<file path="src/hdl/corePkg.sv">
// Microarchitecture widths and data types shared by the scalar core.
// Modules refer to these by scoped names such as corePkg::dataT.

`default_nettype none

package corePkg;

	//////////////////////////////////////////////////
	// Datapath sizes
	//////////////////////////////////////////////////
	localparam int DataWidth = 32;	// Register and result width
	localparam int NumRegs   = 16;	// Architectural registers
	localparam int MulStages = 3;	// Multiplier pipe depth

	//////////////////////////////////////////////////
	// Common types
	//////////////////////////////////////////////////
	// One register value
	typedef logic [DataWidth-1:0] dataT;

	// Register number
	typedef logic [$clog2(NumRegs)-1:0] regIdxT;

endpackage

`default_nettype wire
</file>
<file path="src/hdl/isaPkg.sv">
// Instruction encoding of the scalar core.
// A 32-bit word carries opcode, destination, two sources and a 16-bit immediate.

`default_nettype none

package isaPkg;

	// Opcodes, codes 8 to 15 are reserved and produce zero
	typedef enum logic [3:0] {
		ADD = 4'h0,
		SUB = 4'h1,
		AND = 4'h2,
		OR  = 4'h3,
		XOR = 4'h4,
		SHL = 4'h5,
		LDI = 4'h6,	// Load sign-extended immediate
		MUL = 4'h7
	} opcodeT;

	typedef struct packed {
		opcodeT          opcode;	// [31:28]
		corePkg::regIdxT dst;		// [27:24]
		corePkg::regIdxT src1;		// [23:20]
		corePkg::regIdxT src2;		// [19:16]
		logic [15:0]     imm;		// [15:0]
	} instrT;

endpackage

`default_nettype wire

</file>
<file path="src/hdl/execIf.sv">
// Bundles between the issue controller and the rest of the core.
// execIf carries one issued instruction to an execution pipe.
// robIf carries reorder-buffer allocation, the full flag and commits.

`timescale 1ns/10ps
`default_nettype none

interface execIf #(
	parameter int RobDepth = 8
);
	logic                        valid;		// One cycle per instruction
	logic [$clog2(RobDepth)-1:0] issueNo;
	isaPkg::opcodeT              op;
	corePkg::dataT               opA;
	corePkg::dataT               opB;

	modport ctrl (output valid, issueNo, op, opA, opB);
	modport unit (input valid, issueNo, op, opA, opB);
endinterface

interface robIf #(
	parameter int RobDepth = 8
);
	logic                        allocValid;
	logic [$clog2(RobDepth)-1:0] allocNo;
	corePkg::regIdxT             allocDst;
	logic                        full;
	logic                        commitValid;
	corePkg::regIdxT             commitDst;	// Clears the scoreboard bit

	modport ctrl (
		output allocValid, allocNo, allocDst,
		input  full, commitValid, commitDst
	);
	modport rob (
		input  allocValid, allocNo, allocDst,
		output full, commitValid, commitDst
	);
endinterface

`default_nettype wire

</file>
<file path="src/hdl/scalarCore.sv">
// Top level of the scalar back-end. Instructions enter under upstream credits,
// issue to the ALU or multiplier, and commit in order under downstream
// credits. Every commit also appears on commitValid, commitDst and commitData.

`timescale 1ns/10ps
`default_nettype none

module scalarCore #(
	parameter int QueueDepth    = 4,
	parameter int RobDepth      = 8,
	parameter int CommitCredits = 4
) (
	input  wire                clock,
	input  wire                rstN,
	input  wire                instrValid,
	input  wire isaPkg::instrT instr,
	input  wire                commitCredit,
	output logic               creditReturn,
	output logic               commitValid,
	output corePkg::regIdxT    commitDst,
	output corePkg::dataT      commitData
);
	localparam int NoW = $clog2(RobDepth);

	isaPkg::instrT   head;
	logic            headValid, pop;
	corePkg::regIdxT rdIdx1, rdIdx2;
	corePkg::dataT   rdData1, rdData2;

	// Completion paths into the reorder buffer
	logic            aluDoneValid, mulDoneValid;
	logic [NoW-1:0]  aluDoneNo, mulDoneNo;
	corePkg::dataT   aluDoneData, mulDoneData;

	execIf #(.RobDepth(RobDepth)) aluIssue ();
	execIf #(.RobDepth(RobDepth)) mulIssue ();
	robIf  #(.RobDepth(RobDepth)) robBus ();

	//////////////////////////////////////////////////
	// Front end
	//////////////////////////////////////////////////
	instrQueue #(.Depth(QueueDepth)) instrQueue_i (
		.clock, .rstN,
		.pushValid(instrValid), .pushInstr(instr), .pop,
		.head, .headValid, .creditReturn
	);

	issueCtrl #(.RobDepth(RobDepth), .CommitCredits(CommitCredits)) issueCtrl_i (
		.clock, .rstN, .head, .headValid, .rdData1, .rdData2, .commitCredit,
		.pop, .rdIdx1, .rdIdx2,
		.aluIssue(aluIssue.ctrl), .mulIssue(mulIssue.ctrl), .rob(robBus.ctrl)
	);

	regFile #(.DataWidth(corePkg::DataWidth), .NumRegs(corePkg::NumRegs)) regFile_i (
		.clock, .rstN, .rdIdx1, .rdIdx2,
		.we(commitValid), .wrIdx(commitDst), .wrData(commitData),	// Commit write
		.rdData1, .rdData2
	);

	//////////////////////////////////////////////////
	// Execution pipes and commit
	//////////////////////////////////////////////////
	intAlu #(.RobDepth(RobDepth)) intAlu_i (
		.clock, .rstN, .issue(aluIssue.unit),
		.doneValid(aluDoneValid), .doneNo(aluDoneNo), .doneData(aluDoneData)
	);

	intMul #(.RobDepth(RobDepth)) intMul_i (
		.clock, .rstN, .issue(mulIssue.unit),
		.doneValid(mulDoneValid), .doneNo(mulDoneNo), .doneData(mulDoneData)
	);

	reorderBuffer #(.RobDepth(RobDepth)) reorderBuffer_i (
		.clock, .rstN, .ctrl(robBus.rob),
		.aluValid(aluDoneValid), .aluNo(aluDoneNo), .aluData(aluDoneData),
		.mulValid(mulDoneValid), .mulNo(mulDoneNo), .mulData(mulDoneData),
		.commitValid, .commitDst, .commitData
	);

endmodule

`default_nettype wire

</file>
<file path="src/hdl/reorderBuffer.sv">
// Reorder buffer indexed by issue number. Entries are allocated in issue order,
// completed out of order by the ALU and multiplier ports, and committed in
// order. The head commits the cycle after its done flag is set; the commit
// drives the register-file write and the top-level commit outputs.

`timescale 1ns/10ps
`default_nettype none

module reorderBuffer #(
	parameter int RobDepth = 8
) (
	input  wire                              clock,
	input  wire                              rstN,
	robIf.rob                                ctrl,
	input  wire                              aluValid,
	input  wire [$clog2(RobDepth)-1:0]       aluNo,
	input  wire corePkg::dataT               aluData,
	input  wire                              mulValid,
	input  wire [$clog2(RobDepth)-1:0]       mulNo,
	input  wire corePkg::dataT               mulData,
	output logic                             commitValid,
	output corePkg::regIdxT                  commitDst,
	output corePkg::dataT                    commitData
);
	localparam int IdxW = $clog2(RobDepth);

	// Pointers carry one extra wrap bit
	logic [IdxW:0]     headPtr, tailPtr;
	logic [IdxW-1:0]   headIdx;
	logic [RobDepth-1:0] done;
	corePkg::regIdxT   dstMem  [RobDepth];
	corePkg::dataT     dataMem [RobDepth];

	assign headIdx     = headPtr[IdxW-1:0];
	assign commitValid = done[headIdx];	// Done is cleared at commit
	assign commitDst   = dstMem[headIdx];
	assign commitData  = dataMem[headIdx];

	assign ctrl.commitValid = commitValid;
	assign ctrl.commitDst   = commitDst;
	assign ctrl.full = (headPtr[IdxW] != tailPtr[IdxW]) &&
		(headPtr[IdxW-1:0] == tailPtr[IdxW-1:0]);

	always_ff @(posedge clock or negedge rstN) begin
		if (!rstN) begin
			headPtr <= '0;
			tailPtr <= '0;
			done    <= '0;
		end else begin
			if (ctrl.allocValid)
				tailPtr <= tailPtr + 1'b1;
			if (commitValid) begin
				done[headIdx] <= 1'b0;
				headPtr       <= headPtr + 1'b1;
			end
			if (aluValid) done[aluNo] <= 1'b1;
			if (mulValid) done[mulNo] <= 1'b1;
		end
	end

	// Entry payload
	always_ff @(posedge clock) begin
		if (ctrl.allocValid) dstMem[ctrl.allocNo] <= ctrl.allocDst;
		if (aluValid)        dataMem[aluNo]       <= aluData;
		if (mulValid)        dataMem[mulNo]       <= mulData;
	end

endmodule

`default_nettype wire

</file>
<file path="src/hdl/intMul.sv">
// Pipelined multiplier. Operands are registered, then the low word of the
// product moves down the remaining stages. Valid and issue number travel
// alongside, so one multiply can enter every cycle.

`timescale 1ns/10ps
`default_nettype none

module intMul #(
	parameter int RobDepth = 8
) (
	input  wire                         clock,
	input  wire                         rstN,
	execIf.unit                         issue,
	output logic                        doneValid,
	output logic [$clog2(RobDepth)-1:0] doneNo,
	output corePkg::dataT               doneData
);
	localparam int Stages = corePkg::MulStages;

	logic [Stages-1:0]           vPipe;
	logic [$clog2(RobDepth)-1:0] noPipe [Stages];
	corePkg::dataT               aReg, bReg;		// Stage 1
	corePkg::dataT               prodPipe [Stages-1];	// Later stages

	assign doneValid = vPipe[Stages-1];
	assign doneNo    = noPipe[Stages-1];
	assign doneData  = prodPipe[Stages-2];

	always_ff @(posedge clock or negedge rstN) begin
		if (!rstN)
			vPipe <= '0;
		else
			vPipe <= {vPipe[Stages-2:0], issue.valid};
	end

	always_ff @(posedge clock) begin
		aReg        <= issue.opA;
		bReg        <= issue.opB;
		noPipe[0]   <= issue.issueNo;
		prodPipe[0] <= aReg * bReg;	// Low 32 bits kept
		for (int s = 1; s < Stages; s++)
			noPipe[s] <= noPipe[s-1];
		for (int s = 1; s < Stages - 1; s++)
			prodPipe[s] <= prodPipe[s-1];
	end

endmodule

`default_nettype wire

</file>
<file path="src/hdl/intAlu.sv">
// Single-stage integer ALU pipe. Result and issue number appear on the
// completion port one cycle after issue.

`timescale 1ns/10ps
`default_nettype none

module intAlu #(
	parameter int RobDepth = 8
) (
	input  wire                         clock,
	input  wire                         rstN,
	execIf.unit                         issue,
	output logic                        doneValid,
	output logic [$clog2(RobDepth)-1:0] doneNo,
	output corePkg::dataT               doneData
);
	corePkg::dataT result;

	always_comb begin
		case (issue.op)
			isaPkg::ADD: result = issue.opA + issue.opB;
			isaPkg::SUB: result = issue.opA - issue.opB;
			isaPkg::AND: result = issue.opA & issue.opB;
			isaPkg::OR:  result = issue.opA | issue.opB;
			isaPkg::XOR: result = issue.opA ^ issue.opB;
			isaPkg::SHL: result = issue.opA << issue.opB[4:0];	// 5 shift bits only
			isaPkg::LDI: result = issue.opA;
			default:     result = '0;
		endcase
	end

	always_ff @(posedge clock or negedge rstN) begin
		if (!rstN)
			doneValid <= 1'b0;
		else
			doneValid <= issue.valid;
	end

	always_ff @(posedge clock) begin
		doneNo   <= issue.issueNo;
		doneData <= result;
	end

endmodule

`default_nettype wire

</file>
<file path="src/hdl/regFile.sv">
// Architectural register file, one bank with two asynchronous read ports
// and one synchronous write port fed by the commit stage.

`timescale 1ns/10ps
`default_nettype none

module regFile #(
	parameter int DataWidth = 32,
	parameter int NumRegs   = 16
) (
	input  wire                         clock,
	input  wire                         rstN,
	input  wire [$clog2(NumRegs)-1:0]   rdIdx1,
	input  wire [$clog2(NumRegs)-1:0]   rdIdx2,
	input  wire                         we,
	input  wire [$clog2(NumRegs)-1:0]   wrIdx,
	input  wire [DataWidth-1:0]         wrData,
	output logic [DataWidth-1:0]        rdData1,
	output logic [DataWidth-1:0]        rdData2
);
	logic [DataWidth-1:0] regs [NumRegs];

	assign rdData1 = regs[rdIdx1];
	assign rdData2 = regs[rdIdx2];

	always_ff @(posedge clock or negedge rstN) begin
		if (!rstN) begin
			for (int i = 0; i < NumRegs; i++)
				regs[i] <= '0;	// Registers start at zero
		end else if (we) begin
			regs[wrIdx] <= wrData;
		end
	end

endmodule

`default_nettype wire

</file>
<file path="src/hdl/issueCtrl.sv">
// Decode and issue stage. Checks the head instruction against the busy-register
// scoreboard, the reorder-buffer full flag and the commit credits, then issues
// one instruction per cycle to the ALU or the multiplier.
// Operands come combinationally from the register file in the issue cycle.

`timescale 1ns/10ps
`default_nettype none

module issueCtrl #(
	parameter int RobDepth      = 8,
	parameter int CommitCredits = 4
) (
	input  wire                  clock,
	input  wire                  rstN,
	input  wire isaPkg::instrT   head,
	input  wire                  headValid,
	input  wire corePkg::dataT   rdData1,
	input  wire corePkg::dataT   rdData2,
	input  wire                  commitCredit,
	output logic                 pop,
	output corePkg::regIdxT      rdIdx1,
	output corePkg::regIdxT      rdIdx2,
	execIf.ctrl                  aluIssue,
	execIf.ctrl                  mulIssue,
	robIf.ctrl                   rob
);
	localparam int CreditW = $clog2(CommitCredits + 1);

	logic [corePkg::NumRegs-1:0] busy;	// Scoreboard, one bit per register
	logic [$clog2(RobDepth)-1:0] issueNo;
	logic [CreditW-1:0]          credits;
	logic                        isMul, isLdi, hazard, canIssue;
	corePkg::dataT               opA;

	//////////////////////////////////////////////////
	// Decode and hazard check
	//////////////////////////////////////////////////
	assign isMul  = (head.opcode == isaPkg::MUL);
	assign isLdi  = (head.opcode == isaPkg::LDI);
	assign rdIdx1 = head.src1;
	assign rdIdx2 = head.src2;

	// LDI reads no source registers
	assign hazard = busy[head.dst] |
		(!isLdi && (busy[head.src1] || busy[head.src2]));

	assign canIssue = headValid && !hazard && !rob.full && (credits != '0);
	assign pop      = canIssue;

	assign opA = isLdi ? {{(corePkg::DataWidth - 16){head.imm[15]}}, head.imm} : rdData1;

	//////////////////////////////////////////////////
	// Issue to the pipes and the reorder buffer
	//////////////////////////////////////////////////
	assign aluIssue.valid   = canIssue && !isMul;
	assign aluIssue.issueNo = issueNo;
	assign aluIssue.op      = head.opcode;
	assign aluIssue.opA     = opA;
	assign aluIssue.opB     = rdData2;

	assign mulIssue.valid   = canIssue && isMul;
	assign mulIssue.issueNo = issueNo;
	assign mulIssue.op      = head.opcode;
	assign mulIssue.opA     = rdData1;
	assign mulIssue.opB     = rdData2;

	assign rob.allocValid = canIssue;
	assign rob.allocNo    = issueNo;
	assign rob.allocDst   = head.dst;

	always_ff @(posedge clock or negedge rstN) begin
		if (!rstN) begin
			busy    <= '0;
			issueNo <= '0;
			credits <= CreditW'(CommitCredits);
		end else begin
			if (rob.commitValid)
				busy[rob.commitDst] <= 1'b0;
			if (canIssue) begin
				busy[head.dst] <= 1'b1;
				issueNo        <= issueNo + 1'b1;
			end
			// One credit reserved per issue, one returned per pulse
			if (canIssue && !commitCredit)
				credits <= credits - 1'b1;
			else if (!canIssue && commitCredit)
				credits <= credits + 1'b1;
		end
	end

endmodule

`default_nettype wire

</file>
<file path="src/hdl/instrQueue.sv">
// Instruction FIFO at the front of the core.
// The source pushes under credits. Each pop at issue returns one credit
// through creditReturn one cycle later.

`timescale 1ns/10ps
`default_nettype none

module instrQueue #(
	parameter int Depth = 4
) (
	input  wire                clock,
	input  wire                rstN,
	input  wire                pushValid,
	input  wire isaPkg::instrT pushInstr,
	input  wire                pop,
	output isaPkg::instrT      head,
	output logic               headValid,
	output logic               creditReturn
);
	localparam int PtrW = (Depth > 1) ? $clog2(Depth) : 1;

	isaPkg::instrT          mem [Depth];
	logic [PtrW-1:0]        wrPtr, rdPtr;
	logic [$clog2(Depth+1)-1:0] count;

	assign head      = mem[rdPtr];
	assign headValid = (count != '0);

	always_ff @(posedge clock) begin
		if (pushValid)
			mem[wrPtr] <= pushInstr;
	end

	always_ff @(posedge clock or negedge rstN) begin
		if (!rstN) begin
			wrPtr        <= '0;
			rdPtr        <= '0;
			count        <= '0;
			creditReturn <= 1'b0;
		end else begin
			if (pushValid)
				wrPtr <= (wrPtr == PtrW'(Depth - 1)) ? '0 : wrPtr + 1'b1;
			if (pop)
				rdPtr <= (rdPtr == PtrW'(Depth - 1)) ? '0 : rdPtr + 1'b1;
			count        <= count + pushValid - pop;	// Credits prevent overflow
			creditReturn <= pop;
		end
	end

endmodule

`default_nettype wire

</file>
<file path="config.mk">
export PLATFORM = sky130hd
export DESIGN_NAME = scalarCore
export DESIGN_NICKNAME = d
export VERILOG_FILES = /design/src/hdl/corePkg.sv /design/src/hdl/isaPkg.sv /design/src/hdl/execIf.sv /design/src/hdl/scalarCore.sv /design/src/hdl/reorderBuffer.sv /design/src/hdl/intMul.sv /design/src/hdl/intAlu.sv /design/src/hdl/regFile.sv /design/src/hdl/issueCtrl.sv /design/src/hdl/instrQueue.sv
export SDC_FILE = /design/constraint.sdc
export NUM_CORES = 2
export LEC_CHECK = 0
export ABC_AREA = 1
export BUFFER_PORTS_ARGS = -buffer_cell sky130_fd_sc_hd__buf_2
export CELL_PAD_IN_SITES_DETAIL_PLACEMENT = 1
export CELL_PAD_IN_SITES_GLOBAL_PLACEMENT = 1
export CORE_UTILIZATION = 40
export DETAILED_ROUTE_END_ITERATION = 7
export HOLD_SLACK_MARGIN = 0.1
export PLACE_DENSITY = 0.79
export SYNTH_ARGS = -nofsm -noshare
export SYNTH_HDL_FRONTEND = slang
export SYNTH_SLANG_ARGS = --single-unit
</file>
<file path="constraint.sdc">
create_clock -name clock -period 9 [get_ports clock]
set_clock_uncertainty 0.15 [all_clocks]
set_input_delay 2.25 -clock clock [delete_from_list [all_inputs] [get_ports clock]]
set_output_delay 2.25 -clock clock [all_outputs]
set_load 0.01 [all_outputs]
</file>
==> impl_results.md <==
* Outcome: complete, no violations
* Crit path time final at 7620 ps
* Synthesized area at 0.0767 mm^2
* Area occupied by multi-input gates at 0.0398 mm^2
* CP Launch Point: intMul_i.bReg[8]
* Iter 0 DRT Violations at 6,441
* Die Area at 0.193 mm^2
* Num rows at 160
* Period utilization at 0.846
* Starting density of the core at 0.403
* Clk Latency, worst-skew pair at 810 ps
* Ys flop type: dfrtp_1
* Depth of the worst hold-timing path at 0
* # nets final at 9,551
* Worst slew pin tran at 1360 ps
* Worst Setup Start Kind: flip-flop
* Cts hold-fix bufs at 0
* Metal-1 WL at 120,000 um
* Post-synth EDFFs at 416
* Largest cells by area after synthesis: dfrtp_1, edfxtp_1, fa_1
* Setup_tns at 0 ps
* Vias at 67,800
* Seq/Total Area, Yosys at 0.391
* Final WL at 302,000 um
* DR pass1 iterations at 7
* F_max at 131 MHz
* Largest net degree at the start of global routing at 165
* Vert. Die Dim at 440 um
* CP Capture Type: flip-flop
* Area grow syn2layout at 8.97%
* Crit Path Category: flip-flop to flip-flop
* Final hold violation count at 0
* Reg2Reg Depth at 23
* GRT Total Usage at 0.311
* Worst hold start: intMul_i.prodPipe[0][2]
* Final Max Slew Viols at 0
* TritonCTS clock tree: yes
* Layout cell share with drive strength beyond 1 at 0.104
* Synth Net Count at 9,794
* Vias per inst at 5.90
* Remaining Overflow, GRT at 0
* Asr flop ratio synth at 0.490
* Crit Path Max Fanout at 24
* Cells after synthesis at 9,116
* Unrepaired setup endpoints after global routing: no
* CP arrival at 8120 ps
* Die W at 440 um
* Dominant cell type by area after synthesis: dfrtp_1
* First-pass GRT wire length at 452,000 um
* Clk root buf: clkbuf_16
* Detailed Place HPWL at 200,000 um
* CTS Sinks at 1,147
* #FFs+latches synth at 1,147
* Post-Syn Area per Cell at 8.41 um^2
* Area occupied by registers at 0.0299 mm^2
* Io pins at 74
* Worst hold path endpoint: intMul_i.prodPipe[0][34]
* # fillers at 22,400
* CTS Buf Count at 133
* Clock transition at path regs at 60 ps
* Vias in the first global route at 71,700
* Max_cap viols at 0
* Hold crit path type: flip-flop to flip-flop
* RR Endpoint: intMul_i.prodPipe[0][28]
* Post-route ant nets at 0
* WP data required at 9510 ps
* Setup slack, reg-to-reg at 1380 ps
* Syn. warnings at 0
* Max-slew headroom at 0.0892
* Final Setup Violations at 0
* Post-CTS Resized at 0
* DRC viols at 0
* Initial antenna violation count at 23
* Routed wl met2 at 136,000 um
* Area share of the largest cell type after synthesis at 0.183
* Distinct cells, synth at 64
* Core Region at 0.190 mm^2
* CTS HTree Levels at 4
* Post-CTS setup buffers at 0
* Wirelength per Cell at 26.3 um
* Highest metal layer with signal wires: met5
* Final Wtd Congestion at 0.991
* CTS max path bufs at 3
* Worst R2R Start: intMul_i.bReg[8]
* PortBufs at 73
* Routed wl met3 at 25,600 um
[cell usage after synthesis, drive strengths merged (56+ instances only)]
master     n
a21oi    126
buf      314
clkbuf   323
dfrtp    561
dfxtp    169
edfxtp   416
fa       411
ha       231
inv     1157
mux2     322
nand2   2181
nand3   1138
nor2     445
o211ai   233
o21ai    747
xnor2     56
xor2      80
[worst max path at each step]
stage / slack, ps / cells after the start / end
after detailed placement: 1550 / 21 / intMul_i.prodPipe[0][28]
after CTS: 1530 / 21 / intMul_i.prodPipe[0][28]
final: 1380 / 23 / intMul_i.prodPipe[0][28]
after floorplan: 2430 / 25 / intMul_i.prodPipe[0][28]
after global placement: 1830 / 23 / intMul_i.prodPipe[0][28]
after global routing: 1010 / 23 / intMul_i.prodPipe[0][28]
[metrics by stage]
step	worst slack (ps)	utilization	instance area [um^2]	hold slack, ps	cells
finish	1380	0.439	83500	151	11500
floorplan	2430	-	76700	160	9116
global route	1010	0.439	83500	175	11500
global placement	1830	0.416	79100	161	11200
detailed placement	1550	0.416	79100	163	11200
CTS	1530	0.439	83500	154	11500
[metal layers]
metal | vias up | track usage
met5 | - | 0
met4 | 10 | 0.187
met3 | 799 | 0.0589
met2 | 3062 | 0.488
met1 | 34700 | 0.397
li1 | 29200 | -
[cell type report]
cell class / count / area share
Multi-Input combinational cell: 6173 / 0.476
Clock buffer: 193 / 0.0461
Clock inverter: 48 / 0.00725
Sequential cell: 1147 / 0.358
Timing Repair Buffer: 259 / 0.0224
Inverter: 1159 / 0.0522
Antenna cell: 5 / 0.000150
Tap cell: 2511 / 0.0376
[sequential cells by signal, summed over array words and instances, names as in the netlist, 3 cells and up]
signal / cells
instrQueue_i.count: 3
instrQueue_i.mem: 128
intAlu_i.doneData: 32
intMul_i.aReg: 32
intMul_i.bReg: 32
intMul_i.noPipe: 7
intMul_i.prodPipe: 64
intMul_i.vPipe: 3
issueCtrl_i.aluIssue.issueNo: 3
issueCtrl_i.busy: 16
issueCtrl_i.credits: 3
regFile_i.regs: 512
reorderBuffer_i.dataMem: 256
reorderBuffer_i.done: 8
reorderBuffer_i.dstMem: 32
reorderBuffer_i.headPtr: 4
reorderBuffer_i.tailPtr: 4
[cells in the final DEF (no fill, tap or decap), types with 56 or more instances in the layout]
master	netlist	final
buf_2	211	72
mux2_2	310	310
nor2_1	427	425
o211ai_1	233	233
o21ai_0	717	717
a21oi_1	126	126
xnor2_1	56	56
edfxtp_1	416	416
ha_1	231	231
nand2_1	2156	2136
inv_1	1127	1123
dfrtp_1	561	559
nand3_1	1133	1132
fa_1	411	411
buf_4	51	178
dfxtp_1	169	169
clkbuf_16	0	137
xor2_1	80	80
[cell families after synthesis]
family,Yosys count,share of synthesized area
and+or+nand+nor,3828,0.211
DFF,1147,0.391
adders and majority gates,642,0.145
muxes,322,0.0473
xor gates and xnor gates,136,0.0155
buffers and inverters,1796,0.0960
AOI/OAI and AO/OA,1245,0.0946
[critical path, cell delays in order (launching register included)]
cell and delay, ps:
dfxtp_1 1180, nand2_1 190, fa_1 470, inv_1 90
fa_1 440, fa_1 530, inv_1 60, fa_1 500
inv_1 70, fa_1 500, inv_1 60, fa_1 530
inv_1 50, fa_1 510, fa_1 420, ha_1 370
nand2_1 120, nor4_1 430, nand3_1 130, nand3_1 160
nand3_1 90, nand2_1 130, a31oi_1 110, xor2_1 170
Power is left out: the tool's default activity adds up to more than one toggle a clock period on the data nets, which glitch-free logic cannot reach.
